File: config.mk
export PLATFORM = sky130hd
export DESIGN_NAME = pixel_result
export DESIGN_NICKNAME = d
export VERILOG_FILES = /design/src/hdl/isect_pkg.sv /design/src/hdl/pixel_result.sv
export SDC_FILE = /design/constraint.sdc
export NUM_CORES = 1
export LEC_CHECK = 0
export BUFFER_PORTS_ARGS = -buffer_cell sky130_fd_sc_hd__clkbuf_2
export CAP_MARGIN = 0
export CORE_ASPECT_RATIO = 0.75
export CORE_MARGIN = 2
export CORE_UTILIZATION = 40
export CTS_BUF_LIST = sky130_fd_sc_hd__clkbuf_4
export DETAILED_ROUTE_END_ITERATION = 8
export PLACE_DENSITY = 0.77
export REMOVE_ABC_BUFFERS = 1
export SYNTH_ARGS = -nofsm -noshare
export SYNTH_HDL_FRONTEND = slang
export SYNTH_SLANG_ARGS = --single-unit
File: constraint.sdc
create_clock -name clk -period 0.8 [get_ports clk]
set_clock_uncertainty 0.1 [all_clocks]
set_input_delay 0.08 -clock clk [delete_from_list [all_inputs] [get_ports clk]]
set_output_delay 0.08 -clock clk [all_outputs]
set_load 0.01 [all_outputs]
File: src/hdl/isect_pkg.sv
/*
  intersection package
  fixed-point coordinates, triangles, the two-way command word,
  rays in flight and pixel-buffer entries
*/
package isect_pkg;

  localparam int COORD_W = 8;   // signed screen coordinate
  localparam int EDGE_W  = 18;  // fits a difference of two 9b x 9b products
  localparam int MAX_TRI = 8;   // reach of the 3b slot field

  typedef logic signed [COORD_W-1:0] coord_t;
  typedef logic [7:0]  depth_t;  // larger is further away
  typedef logic [23:0] color_t;  // rgb 8:8:8

  typedef struct packed {
    coord_t x;
    coord_t y;
  } vert_t;

  // one scene slot, 81b
  typedef struct packed {
    logic   valid;  // clear = slot empty
    vert_t  v0;
    vert_t  v1;
    vert_t  v2;
    depth_t depth;  // constant-depth plane
    color_t color;  // flat color
  } tri_t;

  // ray flavour of the payload, padded out to the load size
  typedef struct packed {
    logic [7:0]  ray_id;
    coord_t      x;
    coord_t      y;
    depth_t      t_max;  // hits must be strictly nearer
    logic [51:0] pad;    // 84 - 32
  } ray_cmd_t;

  // load flavour, 84b
  typedef struct packed {
    logic [$clog2(MAX_TRI)-1:0] slot;
    tri_t                       triangle;
  } load_cmd_t;

  // same 84 bits, read as ray or as load depending on op
  typedef union packed {
    ray_cmd_t  ray;
    load_cmd_t load;
  } cmd_payload_u;

  typedef enum logic {
    OP_RAY  = 1'b0,
    OP_LOAD = 1'b1
  } cmd_op_e;

  typedef struct packed {
    cmd_op_e      op;
    cmd_payload_u payload;
  } cmd_t;  // 85b

  // ray token through the pipe, 32b
  typedef struct packed {
    logic [7:0] ray_id;
    coord_t     x;
    coord_t     y;
    depth_t     t_max;
  } ray_t;

  // pixel-buffer entry, 36b
  typedef struct packed {
    logic [7:0] ray_id;
    logic       hit;
    logic [2:0] tri_idx;  // zero on a miss
    color_t     color;    // zero on a miss
  } pixel_entry_t;

endpackage

File: src/hdl/pixel_result.sv
/*
  result stage
  builds the pixel entry and strobes it into the pixel buffer
*/
module pixel_result (
  input  logic                   clk,
  input  logic                   rst_n,
  input  logic                   full,
  input  logic                   exe_valid,
  input  logic [7:0]             exe_ray_id,
  input  logic                   exe_hit,
  input  logic [2:0]             exe_tri_idx,
  input  isect_pkg::color_t      exe_color,
  output logic                   we,               // one cycle per ray
  output isect_pkg::pixel_entry_t pixel_entry_out
);
  import isect_pkg::*;

  pixel_entry_t entry_d;

  // misses carry index and color zero
  always_comb begin
    entry_d.ray_id  = exe_ray_id;
    entry_d.hit     = exe_hit;
    entry_d.tri_idx = exe_hit ? exe_tri_idx : '0;
    entry_d.color   = exe_hit ? exe_color : '0;
  end

  always_ff @(posedge clk or negedge rst_n) begin
    if (!rst_n)
      we <= 1'b0;
    else if (full)
      we <= 1'b0;  // ray stays parked in execute
    else
      we <= exe_valid;
  end

  always_ff @(posedge clk) begin
    if (!full && exe_valid)
      pixel_entry_out <= entry_d;  // held while full or idle
  end

endmodule

# Word level (Yosys, flattened, before mapping)
# Index checks and enable logic that the tools add are counted.
# W data, S select, Z words.
# op_classes
mux,1
reduce_logical,2
# op_table
cell,n
$logic_and A1 B1 Y1,1
$logic_not A1 Y1,1
$mux W1,1
# word_totals
input_bits,40
elab_cells,8
regBits,37

# Longest topological paths before layout
# depth
word_depth,2
depth_mapped,2

# Least setup slack after synthesis
# Ideal clock, no wire load.
# synth_timing
kind,input to register
start,in full
end,reg pixel_entry_out[0] in the netlist's numbering (enable)
setup_time_ps,435
stages,1
arrival_time_ps,1734
path_buffers,0
slack_ps,-1470
cell_sequence,nor2b_1
# synth_between
elab_chain_cells,2
# synth_lines
element,line,source
"start, declared",pixel_result.sv:8,"input logic full,"
$logic_not A1 Y1,pixel_result.sv:39,if (!full && exe_valid)
$logic_and A1 B1 Y1,pixel_result.sv:39,
"end signal, assigned",pixel_result.sv:40,pixel_entry_out <= entry_d;
"end, declared",pixel_result.sv:15,output isect_pkg::pixel_entry_t pixel_entry_out
# Every way passes these cells.
# A chain may end at the register's enable or synchronous reset.

# Worst setup path in the final report
# layout_timing
start,reg pixel_entry_out[34] in the netlist's numbering
end,out pixel_entry_out[34] in the netlist's numbering
# No word-level cell between the ends.

==> results <==
- The power density over the cells is ~1900 nW/µm².
- Dividing the detail-routed wire length by the instance count gives 12.33 µm.
- The total number of H-tree levels is 2.
- The floorplan has 18 rows.
- The worst setup path is captured at a primary output.
- The kind of cell adding the most delay to the critical path is flip-flops.
- In the finished design, the share of the clock period the worst path needs comes to 1.330.
- The vias per cell is 4.363.
- For the finished layout, the period the worst path requires is roughly 1.1 ns.
- TritonCTS created 5 clock buffers.
- Port buffering added 76 buffers.
- The startpoint type of the worst setup path is a flip-flop.
- The final hold violation count was 27.
- The die span in x is about 71 µm.
- The TritonCTS clock tree is done.
- Measured along the y axis, the die boundary spans about 54 µm.
- The top-level I/O count is a little under 80.
- Setup repair after global routing could not meet its margin everywhere.
- For this run, the total global-route usage over all layers was measured as 0.1442.
- The yosys synthesis warning count is 0.
- After layout, the worst setup slack is -0.2640 ns.
- The via count of the first global-routing pass came to just under 900.
- The share of cells above drive strength 1 is 0.6646.
- In this run the mean area of a mapped cell was approximately 20 µm².
- The pre-CTS worst setup slack is -0.1410 ns.
- For hold timing, the worst endpoint is pixel_entry_out[17].
- The detailed-route via count is 890.
- Setup violations remaining at the end of the flow were counted as 37.
- The number of sinks handled by clock tree synthesis is 37.
- The netlist area before placement is 1330 µm².
- The leakage power figure is 0.8388 nW.
- The detailed router's first-iteration violation count is 55.
- The net count of the finished layout is roughly 200.
- The number of inserted diodes is 0.
- For this configuration, the core starts out at a cell density of 0.4101.
- The first global-routing pass estimated 3857 µm of wire.
- Relative to the synthesized area, the layout overhead comes to 46.28%.
- The number of cells on the worst hold path is 2.
- The final reports fail on negative hold slack, negative setup slack.
- The library cell contributing the largest single delay on the critical path is sky130_fd_sc_hd__edfxtp_1.
- The final weighted congestion of routability-driven global placement is around 0.66.
- Global routing finished with a remaining overflow of 0.
- The number of nets still failing antenna checks after routing is 0.
- The clock passes through at most 2 buffers.
- For this run, design rule violations remaining after detail routing come to 0.
- The sequential cell area fraction in the yosys report is 0.8316.
- The signal on the critical path passes through clkbuf_2.
- Including well taps, the total number of placed cells is 186.
- The finished layout holds around 200 standard cells, fillers aside.
- VDD sags by at most around 0.0013 V.
- Of all nets on the critical path, the largest fanout is 1.
- By startpoint and endpoint, the worst setup path is classified as flip-flop to primary output.
- Post-CTS timing repair inserted 0 buffers for setup.
- The post-detailed-placement half-perimeter wirelength is 1830 µm.
- The hold buffer count at CTS is 10.
- The synthesized flop and latch total is 37.
- The hold path startpoint is exe_color[17].
- The total routed wirelength is ~2500 µm.
- At the end of the flow the core is filled with cells to 0.5999.
- The root buffer selected by CTS is sky130_fd_sc_hd__clkbuf_4.
- In this design, the stage delay of the slowest critical-path cell is 0.41 ns.
- The number of max-cap violations is 0.
- The number of detailed-routing iterations run before antenna repair is 4.
- The number of buffers and inverters on the critical path is 1.
- Synthesis produced 67 cells.
- The required time at the worst-slack endpoint is about 0.62 ns.
- The maximum number of pins on one net before global-route repair is 29.
- The endpoint arrival time on the critical path is 0.88 ns.
- The flow ran to the end, but the final reports show violations.
- The number of max-slew violations in the final report is 0.
- Hold timing on the final database bottoms out at a slack of -0.07086 ns.
- The path type of the worst min-delay path is primary input to flip-flop.
- The die covers approximately 3800 µm².
- Timing would allow up to between 900 and 1000 MHz.
- The library cell used most frequently in the layout, excluding fill and tap cells, is sky130_fd_sc_hd__clkbuf_2.
- After clock tree synthesis, the clock-pin slew on the worst setup and hold paths is around 0.10 ns.
- The top cell types in the final layout, fill and taps aside, are 74 x sky130_fd_sc_hd__clkbuf_2, 36 x sky130_fd_sc_hd__edfxtp_1, 21 x sky130_fd_sc_hd__and2_2.
- The number of antenna violations at the first check in global routing is 0.
- The core outline area is around 3200 µm².
- Headroom to the max-slew limit came out at 0.9015.
- Counting distinct cell types in the post-synthesis netlist gives 6.
- The actual slew at the worst max-slew pin is about 0.15 ns.
timing repair:
action                     4_1_cts  5_1_grt
resized for setup                0        2
setup endpoints to repair       37       37
hold endpoints to repair        36       28
worst max path at each step:
stage / end / cells past startpoint / slack, ns / start
6_report: pixel_entry_out[34] / 1 / -0.26 / pixel_entry_out[34]
5_1_grt: pixel_entry_out[34] / 1 / -0.32 / pixel_entry_out[34]
4_1_cts: pixel_entry_out[3] / 1 / -0.28 / pixel_entry_out[3]
3_5_place_dp: pixel_entry_out[35] / 3 / -0.14 / exe_valid
3_3_place_gp: pixel_entry_out[35] / 3 / -0.12 / exe_valid
2_1_floorplan: pixel_entry_out[0] / 1 / -1.47 / full
per-layer routing:
metal / part of all wire / wire length [µm] / track usage
met3: 0.11 / 288 / 0.06929
met1: 0.36 / 913 / 0.1489
met4: 0.017 / 44 / 0.08491
met5: 0 / 0 / 0
met2: 0.50 / 1269 / 0.2469
registers in the layout (all words and copies together), names as in the netlist:
register,flops
pixel_entry_out,36
we,1
per-stage QoR:
stage | TNS (ns) | hold WS, ns | power (mW) | cell area, µm²
CTS | -9.013 | -0.09174 | 3.667 | 1946
global placement | -5.624 | -0.2449 | 2.746 | 1795
finish | -8.197 | -0.07086 | 3.622 | 1946
global route | -10.57 | -0.1037 | 3.814 | 1946
detailed placement | -6.589 | -0.2419 | 2.764 | 1795
floorplan | -54.25 | -0.3156 | 2.500 | 1308
power by group:
part | switching [mW] | leakage, nW | internal [mW]
Combinational | 0.203 | 0.476 | 0.246
Sequential | 0.0341 | 0.333 | 2.27
Clock | 0.554 | 0.0300 | 0.317
kinds of logic (layout without fill, tap and decap cells):
group,Yosys count,after routing,share of synthesized area
DFF,37,37,0.8316
and+or+nand+nor,28,28,0.1515
buffers and inverters,2,99,0.01693
cell usage after synthesis (all sizes together):
cell type   n  area share
nor2b       1      0.0047
edfxtp     36        0.81
and2       27        0.15
dfrtp       1       0.019
buf         2       0.017
final cells by class:
type                            count  area (µm²)
Sequential cell                    37        1106
Multi-Input combinational cell     28       209.0
Clock buffer                        5       37.54
Timing Repair Buffer               91       530.5
Fill cell                         255        1297
Clock inverter                      3       12.51
Tap cell                           40       50.05
(Power assumes the default switching activity.)
