$ cat config.mk
export PLATFORM = sky130hd
export DESIGN_NAME = ray_decode
export DESIGN_NICKNAME = d
export VERILOG_FILES = /design/src/hdl/isect_pkg.sv /design/src/hdl/ray_decode.sv
export SDC_FILE = /design/constraint.sdc
export NUM_CORES = 1
export LEC_CHECK = 0
export CAP_MARGIN = 20
export CORE_AREA = 2 2 265 267
export CTS_CLUSTER_SIZE = 20
export DETAILED_ROUTE_END_ITERATION = 10
export DIE_AREA = 0 0 267 269
export DONT_BUFFER_PORTS = 1
export GPL_TIMING_DRIVEN = 1
export SLEW_MARGIN = 20
export SYNTH_ARGS = -nofsm -noshare
export SYNTH_HDL_FRONTEND = slang
export SYNTH_SLANG_ARGS = --single-unit
$ cat constraint.sdc
create_clock -name clk -period 2.05 [get_ports clk]
set_clock_uncertainty 0.05 [all_clocks]
set_input_delay 0.1025 -clock clk [delete_from_list [all_inputs] [get_ports clk]]
set_output_delay 0.1025 -clock clk [all_outputs]
set_load 0.03 [all_outputs]
$ cat src/hdl/isect_pkg.sv
/*
  intersection package
  fixed-point coordinates, triangles, the two-way command word,
  rays in flight and pixel-buffer entries
*/
package isect_pkg;

  localparam int COORD_W = 8;   // signed screen coordinate
  localparam int EDGE_W  = 18;  // fits a difference of two 9b x 9b products
  localparam int MAX_TRI = 8;   // reach of the 3b slot field

  typedef logic signed [COORD_W-1:0] coord_t;
  typedef logic [7:0]  depth_t;  // larger is further away
  typedef logic [23:0] color_t;  // rgb 8:8:8

  typedef struct packed {
    coord_t x;
    coord_t y;
  } vert_t;

  // one scene slot, 81b
  typedef struct packed {
    logic   valid;  // clear = slot empty
    vert_t  v0;
    vert_t  v1;
    vert_t  v2;
    depth_t depth;  // constant-depth plane
    color_t color;  // flat color
  } tri_t;

  // ray flavour of the payload, padded out to the load size
  typedef struct packed {
    logic [7:0]  ray_id;
    coord_t      x;
    coord_t      y;
    depth_t      t_max;  // hits must be strictly nearer
    logic [51:0] pad;    // 84 - 32
  } ray_cmd_t;

  // load flavour, 84b
  typedef struct packed {
    logic [$clog2(MAX_TRI)-1:0] slot;
    tri_t                       triangle;
  } load_cmd_t;

  // same 84 bits, read as ray or as load depending on op
  typedef union packed {
    ray_cmd_t  ray;
    load_cmd_t load;
  } cmd_payload_u;

  typedef enum logic {
    OP_RAY  = 1'b0,
    OP_LOAD = 1'b1
  } cmd_op_e;

  typedef struct packed {
    cmd_op_e      op;
    cmd_payload_u payload;
  } cmd_t;  // 85b

  // ray token through the pipe, 32b
  typedef struct packed {
    logic [7:0] ray_id;
    coord_t     x;
    coord_t     y;
    depth_t     t_max;
  } ray_t;

  // pixel-buffer entry, 36b
  typedef struct packed {
    logic [7:0] ray_id;
    logic       hit;
    logic [2:0] tri_idx;  // zero on a miss
    color_t     color;    // zero on a miss
  } pixel_entry_t;

endpackage

$ cat src/hdl/ray_decode.sv
/*
  command decode stage
  loads write the scene table, rays leave with a copy of it
*/
module ray_decode #(
  parameter int NUM_TRI = 4
) (
  input  logic                          clk,
  input  logic                          rst_n,
  input  logic                          cmd_valid,  // one strobe per command
  input  isect_pkg::cmd_t               cmd,
  input  logic                          full,
  output logic                          dec_valid,
  output isect_pkg::ray_t               dec_ray,
  output isect_pkg::tri_t [NUM_TRI-1:0] dec_scene   // snapshot at accept time
);
  import isect_pkg::*;

  if (NUM_TRI < 1 || NUM_TRI > MAX_TRI) begin : g_num_tri_chk
    $error("NUM_TRI %0d outside 1..%0d", NUM_TRI, MAX_TRI);
  end

  logic [NUM_TRI-1:0] tri_vld;    // per-slot valid, cleared on reset
  tri_t [NUM_TRI-1:0] tri_tab;    // slot contents
  tri_t [NUM_TRI-1:0] cur_scene;  // table as seen by a new ray
  logic               cmd_acc;
  logic               load_acc;
  logic               ray_acc;

  assign cmd_acc  = cmd_valid && !full;
  assign load_acc = cmd_acc && (cmd.op == OP_LOAD);
  assign ray_acc  = cmd_acc && (cmd.op == OP_RAY);

  always_comb begin
    for (int i = 0; i < NUM_TRI; i++) begin
      cur_scene[i]       = tri_tab[i];
      cur_scene[i].valid = tri_vld[i];  // valid lives in the reset array
    end
  end

  // table write, slots past NUM_TRI never match
  always_ff @(posedge clk or negedge rst_n) begin
    if (!rst_n) begin
      tri_vld <= '0;
    end else begin
      for (int i = 0; i < NUM_TRI; i++) begin
        if (load_acc && cmd.payload.load.slot == i)
          tri_vld[i] <= cmd.payload.load.triangle.valid;  // clear bit removes it
      end
    end
  end

  always_ff @(posedge clk) begin
    for (int i = 0; i < NUM_TRI; i++) begin
      if (load_acc && cmd.payload.load.slot == i)
        tri_tab[i] <= cmd.payload.load.triangle;
    end
  end

  always_ff @(posedge clk or negedge rst_n) begin
    if (!rst_n)
      dec_valid <= 1'b0;
    else if (!full)
      dec_valid <= ray_acc;  // loads leave a bubble
  end

  // ray token plus its own copy of the scene
  always_ff @(posedge clk) begin
    if (ray_acc) begin
      dec_ray.ray_id <= cmd.payload.ray.ray_id;
      dec_ray.x      <= cmd.payload.ray.x;
      dec_ray.y      <= cmd.payload.ray.y;
      dec_ray.t_max  <= cmd.payload.ray.t_max;
      dec_scene      <= cur_scene;
    end
  end

  // upstream has no handshake, it has to watch full itself
  a_no_cmd_when_full : assert property (@(posedge clk) disable iff (!rst_n)
    full |-> !cmd_valid)
    else $error("cmd_valid raised while full");

  a_load_slot_range : assert property (@(posedge clk) disable iff (!rst_n)
    (cmd_valid && cmd.op == OP_LOAD) |-> (cmd.payload.load.slot < NUM_TRI))
    else $error("load to slot %0d, only %0d slots", cmd.payload.load.slot, NUM_TRI);

endmodule

Yosys cells after proc, flatten, opt, wreduce, memory -nomap -nowiden
Index checks and enable logic that the tools add are counted.
{"block": "op_classes", "n_bitwise": 1, "n_reduce_logical": 9, "n_eq_ne": 3}
{"cell": "1-bit logical AND", "count": 7}
{"cell": "3-bit by 2-bit == test with 1-bit output, second input constant", "count": 2}
{"cell": "3-bit by 1-bit == test with 1-bit output, second input constant", "count": 1}
{"cell": "3-bit zero test", "count": 1}
{"cell": "1-bit zero test", "count": 1}
{"cell": "1-bit NOT", "count": 1}
{"block": "word_totals", "word_cells": 90, "output_inout_bits": 357, "ff_bits": 681, "input_bits": 89}

Logic depth before layout (Yosys ltp)
Gate-level depths: netlist (run 1).
{"block": "depth", "depth_word": 4, "ltp_mapped": 3, "mapped_depth_nobuf": 3}

Worst setup path before layout (run 1)
Ideal clock, no wire load.
{"block": "synth_path", "path_type": "input -> register", "from": "input cmd[84] (netlist bit)", "to": "register dec_ray[0] (netlist bit) (enable)", "required_time_ns": 0.407, "path_slack_ns": -25.433, "stages": 1, "n_path_buf": 0, "setup_ns": 1.593, "arrival_time_ns": 25.840, "cell_sequence": "nor3b_1"}
{"block": "synth_between", "elab_chain_len": 2}
{"item": "from (decl)", "line": "ray_decode.sv:11", "rtl": "input isect_pkg::cmd_t cmd,"}
{"item": "1-bit NOT", "line": "ray_decode.sv:32", "rtl": "assign ray_acc = cmd_acc && (cmd.op == OP_RAY);"}
{"item": "1-bit logical AND", "line": "ray_decode.sv:32"}
{"item": "to (decl)", "line": "ray_decode.sv:14", "rtl": "output isect_pkg::ray_t dec_ray,"}
No other way between the ends.
A chain may end at the register's enable or synchronous reset.

Final worst setup path (run 1)
{"block": "layout_path", "from": "input full", "to": "register dec_ray[12] (netlist bit) (enable)"}
{"block": "layout_between", "elab_chain_len": 3}
{"item": "from (decl)", "line": "ray_decode.sv:12", "rtl": "input logic full,"}
{"item": "1-bit zero test"}
{"item": "1-bit logical AND", "line": "ray_decode.sv:30", "rtl": "assign cmd_acc = cmd_valid && !full;"}
{"item": "1-bit logical AND", "line": "ray_decode.sv:32"}
{"item": "via ray_acc", "line": "ray_decode.sv:28", "rtl": "logic ray_acc;"}
The timed path passes the listed nets, and every way through them passes these cells.

==> results of run 1 <==
synth_stat cells:
| library cell | instances |
|---|---|
| sky130_fd_sc_hd__nor3b_2 | 1 |
| sky130_fd_sc_hd__inv_1 | 1 |
| sky130_fd_sc_hd__and3b_1 | 1 |
| sky130_fd_sc_hd__and3_1 | 1 |
| sky130_fd_sc_hd__edfxtp_1 | 676 |
| sky130_fd_sc_hd__nand3b_1 | 1 |
| sky130_fd_sc_hd__and4bb_2 | 1 |
| sky130_fd_sc_hd__a21o_1 | 1 |
| sky130_fd_sc_hd__dfrtp_1 | 5 |
| sky130_fd_sc_hd__mux2_2 | 4 |
| sky130_fd_sc_hd__nor3b_1 | 1 |
power by group through the flow:
stage | Combinational (mW) | Clock, mW | Sequential (mW)
3_3_place_gp | 0.185 | 0 | 16.0
4_1_cts | 0.435 | 12.7 | 15.7
6_report | 0.423 | 12.4 | 15.7
5_1_grt | 0.466 | 13.3 | 15.7
2_1_floorplan | 0.109 | 0 | 16.0
3_5_place_dp | 0.191 | 0 | 16.0
worst max-delay path by stage:
stage	endpoint	slack, ps	from
2_1_floorplan	dec_ray[0]	-7560	cmd_valid
3_3_place_gp	cur_scene[167]	420	full
3_5_place_dp	cur_scene[167]	410	full
4_1_cts	cur_scene[167]	560	cmd[82]
5_1_grt	dec_ray[12]	530	full
6_report	dec_ray[12]	560	full
placed cells by master, fill, tap and decap left out, types with 2 or more instances in the layout:
cell,count
sky130_fd_sc_hd__edfxtp_1,676
sky130_fd_sc_hd__dlygate4sd3_1,90
sky130_fd_sc_hd__clkbuf_16,70
sky130_fd_sc_hd__clkbuf_1,14
sky130_fd_sc_hd__buf_12,12
sky130_fd_sc_hd__clkinv_1,11
sky130_fd_sc_hd__buf_4,9
sky130_fd_sc_hd__bufinv_16,8
sky130_fd_sc_hd__clkinv_2,7
sky130_fd_sc_hd__dfrtp_1,5
sky130_fd_sc_hd__mux2_2,4
sky130_fd_sc_hd__clkinvlp_4,3
sky130_fd_sc_hd__inv_6,3
sky130_fd_sc_hd__nor3b_4,2
sky130_fd_sc_hd__clkinv_4,2
sky130_fd_sc_hd__inv_16,2
metrics by stage:
| stage | setup slack (ps) | TNS, ps | hold slack (ps) |
|---|---|---|---|
| 2_1_floorplan | -7560 | -2780450 | -243 |
| 3_3_place_gp | 422 | 0 | -243 |
| 3_5_place_dp | 413 | 0 | -243 |
| 4_1_cts | 556 | 0 | 8.62 |
| 5_1_grt | 529 | 0 | 18.6 |
| 6_report | 560 | 0 | 33.1 |
logic make-up after synthesis:
kind of cell	after synthesis	share of synthesized area (%)
buf+inv	1	0.0183
flops	681	99.5
mux	4	0.219
simple gates	6	0.268
compound gates	1	0.0366
worst max-delay path, cell delays in order:
cell,delay [ps]
sky130_fd_sc_hd__dlygate4sd3_1,590
sky130_fd_sc_hd__nor3b_4,220
sky130_fd_sc_hd__buf_12,230
sky130_fd_sc_hd__buf_12,410
state kept, by name, summed over array words and instances, names as in the netlist:
name and cells:
dec_ray 32, dec_scene 324, dec_valid 1, cur_scene 320, tri_vld 4
what timing repair did:
action	in CTS	in global routing
hold endpoints to repair	491	0
setup buffers	0	0
hold buffers	90	0
cell type report:
class                           instances  area [µm²]
Antenna cell                            1        2.50
Clock buffer                           84        1800
Clock inverter                         37         457
Fill cell                            6185       44100
Inverter                                1        7.51
Multi-Input combinational cell         11         134
Sequential cell                       681       20400
Tap cell                              940        1180
Timing Repair Buffer                  111        1210
metal layers:
metal	wire length, µm	track usage, %	vias to the layer above
met4	832	3.75	4
met3	4140	5.67	75
met1	14200	11.4	3775
met2	19700	17.1	294
li1	-	-	3213
met5	27	0	-
==> out/qor.csv, run 1 <==
metric,value,unit
placed instance area,0.0220,mm²
maximum number of pins on one net before global-route repair,91,
global router's overall resource usage,10.4,%
CTS buffer count,69,
overall power consumption,28.5,mW
drt via density,3.94,
Port Buf Inserts,0,
DRC violation count after routing,0,
part of the Yosys area used for sequential elements,99.5,%
reported net switching power,5.50,mW
worst reg2reg path endpoint,dec_valid,
Reg2Reg Launch Point,dec_valid,
final instance area,0.0252,mm²
hold path start,cmd[82],
mapped cell area,0.0205,mm²
post-route clock period utilization,72.7,%
# H-tree levels,3,
Leak Pwr,7.89,nW
number of endpoints failing setup at the final stage,0,
syn nets,782,
Internal Dissipation,23.0,mW
row cnt,97,
clock edge transition at the registers on the reported setup and hold paths,60,ps
Routed Antenna Nets,0,
"Req. time, crit path",2220,ps
clock tree from TritonCTS,done,
CTS Root Buffer Type,sky130_fd_sc_hd__clkbuf_16,
cell types occupying the most area after synthesis,"sky130_fd_sc_hd__edfxtp_1, sky130_fd_sc_hd__dfrtp_1, sky130_fd_sc_hd__mux2_2, sky130_fd_sc_hd__and4bb_2, sky130_fd_sc_hd__nor3b_2",
internal reg-to-reg setup slack,610,ps
upper clock frequency limit,671,MHz
final-stage net count,964,
status,completed,
number of antenna violations at the first check in global routing,3,
Seq cells post-synth,681,
non-filler instance count after layout,1866,
Initial DRT Pass Iterations,5,
via count of the first global-routing pass,7421,
transition at the pin with the smallest max-transition slack,495,ps
I/O pin count,446,
Final Hold Violating Endpoints,0,
final critical-path required period,1490,ps
worst min-delay path category,in -> reg,
share of total power in sequential cells,55.1,%
fraction of the core area covered by cells at the end of the flow,36.4,%
final global-route overflow total,0,
Std-Cell Core Area,0.0693,mm²
Clk pwr share,43.5,%
clock sink count,681,
layout cells sized above 1,13.7,%
routed wire length,38900,µm
CP startpoint kind,primary input,
wire length of the first global-routing pass,53800,µm
power density normalized to cell area,1130,mW/mm²
Chip Width,267,µm
share of total power consumed by net switching,19.3,%
setup repair after global routing missed its margin,no,
post-synthesis instance total,693,
top-area cell type share of the netlist area,98.8,%
DR iter-0 viols,527,
crit path DAT,1660,ps
Max-slew headroom,67.0,%
placed wire-length estimate after detailed placement,24700,µm
CTS max path bufs,3,
count of synthesis-stage warnings from yosys,0,
post-synth top area cell,sky130_fd_sc_hd__edfxtp_1,
initial cell density of the core,29.6,%
average size of a mapped cell,29.6,µm²
"number of placed instances, taps included",1654,
layout overhead on the synthesized area,22.8,%
clock network latency to the later pin of the worst-skew pair,590,ps
average wire length per cell after detail routing,20.8,µm
Worst Reg-to-Reg Cells,2,
class of the most critical setup path,in -> reg,
via total after detailed routing,7361,
max-slew violation count,0,
DIE AREA,0.0718,mm²
number of instances resized during post-cts repair,0,
Hold Crit Endpoint,cur_scene[124],
global placement routability congestion,0.721,
part of the total power dissipated in combinational logic,1.5,%
Die Y-Extent,269,µm
hold-critical path depth,2,
worst ir drop on vdd,0.634,mV
Worst setup EP type,register,
number of max-capacitance violations reported,0,
maximum fanout encountered on the critical timing path,90,
count of different cell masters after synthesis,11,
(Power assumes the default switching activity.)
==> inputs of run 2 (changes only) <==
==> constraint.sdc (replaced) <==
create_clock -name clk -period 1.3 [get_ports clk]
set_clock_uncertainty 0.05 [all_clocks]
set_input_delay 0.065 -clock clk [delete_from_list [all_inputs] [get_ports clk]]
set_output_delay 0.065 -clock clk [all_outputs]
set_load 0.03 [all_outputs]
==> run 2 against run 1 <==
  * First-iteration DRC count decreased by 8.2%
  * Cell area increased by 1.8%
  * Core utilization increased by 0.64 points
  * Via count increased by 3.4%
  * Sequential power increased by 57%
  * Clock power increased by 55%
  * Power increased by 57%
  * Register-to-register slack got worse by 200 ps
  * Sequential share of layout area decreased by 1.4 points
  * Largest cell class unchanged
==> out/qor.csv, run 2 (same netlist as run 1, synthesis figures left out) <==
metric,value,unit,change
register bank with the most flops,dec_scene,,unchanged
Die Y-Extent,269,µm,unchanged
Port Buf Inserts,0,,unchanged
placed instance area,0.0225,mm²,was 0.0220 mm²
Final WS setup,12.7,ps,was 560 ps
Chip Width,267,µm,unchanged
layout overhead on the synthesized area,24.9,%,was 22.8%
Final Hold Violating Endpoints,0,,unchanged
wire length of the first global-routing pass,55300,µm,was 53800 µm
clock network latency to the later pin of the worst-skew pair,590,ps,about the same
power density normalized to cell area,1740,mW/mm²,was 1130 mW/mm²
setup repair after global routing missed its margin,yes,,was no
Max-slew headroom,73.5,%,was 67.0%
Routed Antenna Nets,0,,unchanged
initial cell density of the core,29.6,%,unchanged
placed wire-length estimate after detailed placement,26100,µm,was 24700 µm
layout cells sized above 1,18.5,%,was 13.7%
number of endpoints failing setup at the final stage,0,,unchanged
CTS buffer count,70,,was 69
final-stage net count,1014,,was 964
post-route clock period utilization,99.0,%,
DRC violation count after routing,0,,unchanged
Post-Place Setup Slack,-148,ps,was 413 ps
I/O pin count,446,,unchanged
drt via density,3.97,,was 3.94
clock edge transition at the registers on the reported setup and hold paths,60,ps,about the same
max-slew violation count,0,,unchanged
DR iter-0 viols,484,,was 527
worst ir drop on vdd,1.08,mV,was 0.634 mV
maximum number of pins on one net before global-route repair,37,,was 91
worst min-delay path category,in -> reg,,unchanged
CTS Root Buffer Type,sky130_fd_sc_hd__clkbuf_16,,unchanged
# H-tree levels,3,,unchanged
final global-route overflow total,0,,unchanged
CP startpoint kind,primary input,,unchanged
number of antenna violations at the first check in global routing,5,,was 3
DIE AREA,0.0718,mm²,unchanged
global router's overall resource usage,10.7,%,was 10.4%
number of flip-flops in the largest register,324,,unchanged
Std-Cell Core Area,0.0693,mm²,unchanged
clock sink count,681,,unchanged
via total after detailed routing,7614,,was 7361
"Req. time, crit path",1520,ps,was 2220 ps
transition at the pin with the smallest max-transition slack,396,ps,was 495 ps
status,completed,,unchanged
crit path DAT,1510,ps,was 1660 ps
routed wire length,40000,µm,was 38900 µm
via count of the first global-routing pass,7700,,was 7421
Leak Pwr,8.17,nW,was 7.89 nW
final instance area,0.0257,mm²,was 0.0252 mm²
CTS max path bufs,3,,unchanged
maximum fanout encountered on the critical timing path,24,,was 90
most common library cell in the layout ignoring fill and taps,sky130_fd_sc_hd__edfxtp_1,,unchanged
final critical-path required period,1290,ps,
global placement routability congestion,0.753,,was 0.721
Initial DRT Pass Iterations,6,,was 5
Worst setup EP type,register,,unchanged
summed negative setup slack over all endpoints,0,ps,unchanged
class of the most critical setup path,in -> reg,,unchanged
row cnt,97,,unchanged
upper clock frequency limit,777,MHz,
average wire length per cell after detail routing,20.9,µm,was 20.8 µm
clock tree from TritonCTS,done,,unchanged
number of max-capacitance violations reported,0,,unchanged
"top library cells by usage in the layout, fill and taps aside","sky130_fd_sc_hd__edfxtp_1, sky130_fd_sc_hd__dlygate4sd3_1, sky130_fd_sc_hd__clkbuf_16",,unchanged
## run 2: changes by cell type in the layout (fill, tap and decap cells not counted), moves of 2 or more
cell,change
sky130_fd_sc_hd__mux2_2,-2
sky130_fd_sc_hd__bufinv_16,-2
sky130_fd_sc_hd__clkbuf_16,+2
sky130_fd_sc_hd__inv_6,+2
sky130_fd_sc_hd__buf_12,+8
sky130_fd_sc_hd__clkinv_2,+3
sky130_fd_sc_hd__clkinvlp_4,+2
sky130_fd_sc_hd__mux2_4,+2
sky130_fd_sc_hd__clkbuf_1,-2
sky130_fd_sc_hd__buf_4,+42
sky130_fd_sc_hd__inv_16,-2
## run 2: what timing repair did
item / CTS / global route
gates resized for setup: 0 / 0
setup endpoints to repair: 68 / 53
hold endpoints to repair: 743 / 0
hold buffers: 89 / 0
setup buffers: 0 / 0
## run 2: path summary, 6_finish.rpt
check / from / to / slack [ps] / cells after the start
min reg2reg: cur_scene[18] / dec_scene[18] / 360 / 0
max reg2reg: dec_valid / dec_valid / 410 / 1
max: cmd[84] / dec_scene[111] / 10 / 4
min in group asynchronous: rst_n / tri_vld[0] / 260 / 2
min: cmd[83] / dec_ray[31] / 70 / 1
max in group asynchronous: rst_n / tri_vld[1] / 720 / 2
## run 2: stage by stage
step                hold WS, ps  util (%)  power [mW]  cells
finish                     74.2      37.0        44.7   1918
global route               34.7      37.0        46.2   1918
CTS                        11.6      37.0        45.3   1917
detailed placement         -280      32.5        25.6   1704
global placement           -280      32.5        25.6   1704
floorplan                  -281         -        25.4    693
## run 2: worst max-delay path: stages
cell and delay [ps]:
sky130_fd_sc_hd__dlygate4sd3_1 580, sky130_fd_sc_hd__nor3b_4 310, sky130_fd_sc_hd__buf_12 240, sky130_fd_sc_hd__buf_4 250
## run 2: report_power, final
part	internal (mW)	switching [mW]
logic	0.305	0.443
registers	24.4	0.341
clock network	11.4	7.85
total	36.1	8.64
## run 2: final cells by class
type	instances	area [µm²]
Clock buffer	84	1850
Timing Repair Buffer	160	1670
Tap cell	940	1180
Clock inverter	40	385
Inverter	1	7.51
Fill cell	6175	43600
Multi-Input combinational cell	11	141
Sequential cell	681	20400
Antenna cell	1	2.50
## run 2: routing by layer
| metal | wire length [µm] | global-route usage, % | up-vias |
|---|---|---|---|
| li1 | - | - | 3326 |
| met1 | 15400 | 12.4 | 3862 |
| met2 | 19200 | 16.6 | 347 |
| met3 | 4540 | 5.94 | 73 |
| met4 | 875 | 3.70 | 6 |
| met5 | 41 | 0 | - |
==> inputs of run 3 (changes only) <==
--- a/config.mk
+++ b/config.mk
@@ -12,6 +12,7 @@
 export DIE_AREA = 0 0 267 269
 export DONT_BUFFER_PORTS = 1
 export GPL_TIMING_DRIVEN = 1
+export SETUP_SLACK_MARGIN = 0.02
 export SLEW_MARGIN = 20
 export SYNTH_ARGS = -nofsm -noshare
 export SYNTH_HDL_FRONTEND = slang
==> run 3 against run 2 <==
  * The flow now finishes with violations (negative setup slack)
  * Maximum frequency fell by 1.5%
  * Sequential power barely moved
  * Die area did not move
  * Combinational power rose by 2%
  * Critical path depth rose by 1
  * Final cell count rose by 0.16%
  * Non-clock buffer count rose by 3
  * Wire length rose by 0.68%
  * Cell area rose by 0.18%
  * Via count rose by 0.43%
  * Power barely moved
  * First-iteration DRC count rose by 11%
  * Critical path type unchanged
  * Largest cell class unchanged
==> out/qor.csv, run 3 (same netlist as run 1, synthesis figures left out) <==
metric,value,unit,change
number of endpoints failing setup at the final stage,12,,was 0
Chip Width,267,µm,unchanged
largest incremental delay on the critical path,590,ps,was 580 ps
end point of the critical path,dec_scene[292],,was dec_scene[111]
clock network latency to the later pin of the worst-skew pair,590,ps,about the same
final critical-path required period,1310,ps,was 1290 ps
clock tree from TritonCTS,done,,unchanged
Port Buf Inserts,0,,unchanged
part of the total power dissipated in combinational logic,1.7,%,about the same
Final WS setup,-6.54,ps,was 12.7 ps
origin of the worst setup path,full,,was cmd[84]
I/O pin count,446,,unchanged
Initial DRT Pass Iterations,6,,unchanged
Top Family by Delay on Critical Path,buffers and inverters,,unchanged
Reg2Reg Launch Point,dec_valid,,unchanged
Internal Dissipation,36.1,mW,about the same
critical path's most frequent cell,sky130_fd_sc_hd__buf_12,,
"Req. time, crit path",1510,ps,was 1520 ps
share of total power in sequential cells,55.3,%,about the same
# H-tree levels,3,,unchanged
class of the most critical setup path,in -> reg,,unchanged
Routed Antenna Nets,0,,unchanged
"top library cells by usage in the layout, fill and taps aside","sky130_fd_sc_hd__edfxtp_1, sky130_fd_sc_hd__dlygate4sd3_1, sky130_fd_sc_hd__clkbuf_16",,unchanged
number of buffers and inverters on the critical path,4,,was 3
CTS max path bufs,3,,unchanged
global placement routability congestion,0.753,,unchanged
layout cells sized above 1,18.9,%,was 18.5%
total length of routed met2 wires,19400,µm,was 19200 µm
wire length of the first global-routing pass,55300,µm,about the same
via total after detailed routing,7647,,was 7614
Clk pwr share,43.0,%,about the same
cell with the largest stage delay on the worst path,sky130_fd_sc_hd__dlygate4sd3_1,,unchanged
clock edge transition at the registers on the reported setup and hold paths,60,ps,about the same
metal3 WL,4570,µm,was 4540 µm
power density normalized to cell area,1740,mW/mm²,about the same
placed wire-length estimate after detailed placement,26100,µm,unchanged
crit path DAT,1520,ps,was 1510 ps
final-stage net count,1017,,was 1014
final global-route overflow total,0,,unchanged
wire length the detailed router placed on met1,15500,µm,was 15400 µm
"critical path, cell by cell",dlygate4sd3_1 > nor3b_4 > buf_4 > buf_12 > buf_12,,was dlygate4sd3_1 > nor3b_4 > buf_12 > buf_4
Die Y-Extent,269,µm,unchanged
transition at the pin with the smallest max-transition slack,387,ps,was 396 ps
number of max-capacitance violations reported,0,,unchanged
average wire length per cell after detail routing,21.0,µm,was 20.9 µm
worst reg2reg path endpoint,dec_valid,,unchanged
DRC violation count after routing,0,,unchanged
drt via density,3.98,,was 3.97
hold-critical path depth,1,,unchanged
Worst setup EP type,register,,unchanged
Final Hold Violating Endpoints,0,,unchanged
global router's overall resource usage,10.7,%,about the same
status,finished with violations,,was completed
Crit path depth,5,,was 4
worst min-delay path category,in -> reg,,unchanged
row cnt,97,,unchanged
share of total power consumed by net switching,19.4,%,was 19.3%
non-filler instance count after layout,1921,,was 1918
violated checks,negative setup slack,,
maximum fanout encountered on the critical timing path,33,,was 24
Max-slew headroom,74.1,%,was 73.5%
max-slew violation count,0,,unchanged
Std-Cell Core Area,0.0693,mm²,unchanged
upper clock frequency limit,765,MHz,was 777 MHz
Worst Reg-to-Reg Cells,1,,unchanged
CP startpoint kind,primary input,,unchanged
register bank with the most flops,dec_scene,,unchanged
reported net switching power,8.66,mW,was 8.64 mW
DR iter-0 viols,535,,was 484
internal reg-to-reg setup slack,450,ps,was 410 ps
Leak Pwr,8.19,nW,was 8.17 nW
post-route clock period utilization,101,%,was 99.0%
setup repair after global routing missed its margin,yes,,unchanged
worst ir drop on vdd,1.08,mV,about the same
clock sink count,681,,unchanged
layout overhead on the synthesized area,25.2,%,was 24.9%
CTS buffer count,70,,unchanged
most common library cell in the layout ignoring fill and taps,sky130_fd_sc_hd__edfxtp_1,,unchanged
Post-Place Setup Slack,-148,ps,unchanged
"number of placed instances, taps included",1704,,unchanged
routed wire length,40300,µm,was 40000 µm
number of antenna violations at the first check in global routing,5,,unchanged
max layer used,met5,,unchanged
DIE AREA,0.0718,mm²,unchanged
number of flip-flops in the largest register,324,,unchanged
maximum number of pins on one net before global-route repair,37,,unchanged
initial cell density of the core,29.6,%,unchanged
via count of the first global-routing pass,7702,,was 7700
CTS Root Buffer Type,sky130_fd_sc_hd__clkbuf_16,,unchanged
## run 3: worst min path at each step
stage | from | to | slack, ps
floorplan | rst_n | dec_valid | -280
global placement | rst_n | dec_valid | -280
detailed placement | rst_n | dec_valid | -280
CTS | cmd[83] | dec_ray[31] | 10
global route | cmd[83] | dec_ray[31] | 30
finish | cmd[83] | dec_ray[31] | 70
## run 3: routing by layer
metal  vias up  GRT usage (%)
met4         6           3.70
met3        72           5.94
met5         -              0
met1      3896           12.4
met2       339           16.7
li1       3334              -
## run 3: layout make-up
| class | count | area [µm²] |
|---|---|---|
| Timing Repair Buffer | 163 | 1720 |
| Multi-Input combinational cell | 11 | 141 |
| Fill cell | 6171 | 43600 |
| Antenna cell | 1 | 2.50 |
| Clock inverter | 40 | 385 |
| Clock buffer | 84 | 1850 |
| Inverter | 1 | 7.51 |
| Tap cell | 940 | 1180 |
| Sequential cell | 681 | 20400 |
## run 3: power groups by stage
stage	registers (mW)	logic [mW]	clock network, mW
6_report	24.7	0.761	19.3
2_1_floorplan	25.3	0.178	0
3_5_place_dp	25.2	0.367	0
5_1_grt	24.7	0.832	20.6
3_3_place_gp	25.2	0.355	0
4_1_cts	24.7	0.767	19.8
## run 3: metrics by stage
stage	util, %	cell area, µm²	hold slack (ps)	setup TNS, ps	power [mW]
finish	37.1	25700	69.0	-55.5	44.7
floorplan	-	20600	-281	-3194730	25.4
detailed placement	32.5	22500	-280	-24040	25.6
CTS	37.0	25700	11.6	-643	45.3
global placement	32.5	22500	-280	-22500	25.6
global route	37.1	25700	34.7	-970	46.2
## run 3: timing repair
item                       4_1_cts  5_1_grt
setup endpoints to repair      209      193
cloned                           0        1
pin swaps                        0        1
gates resized for setup          1        1
buffers inserted                 0        2
hold buffers                    89        0
hold endpoints to repair       743        0
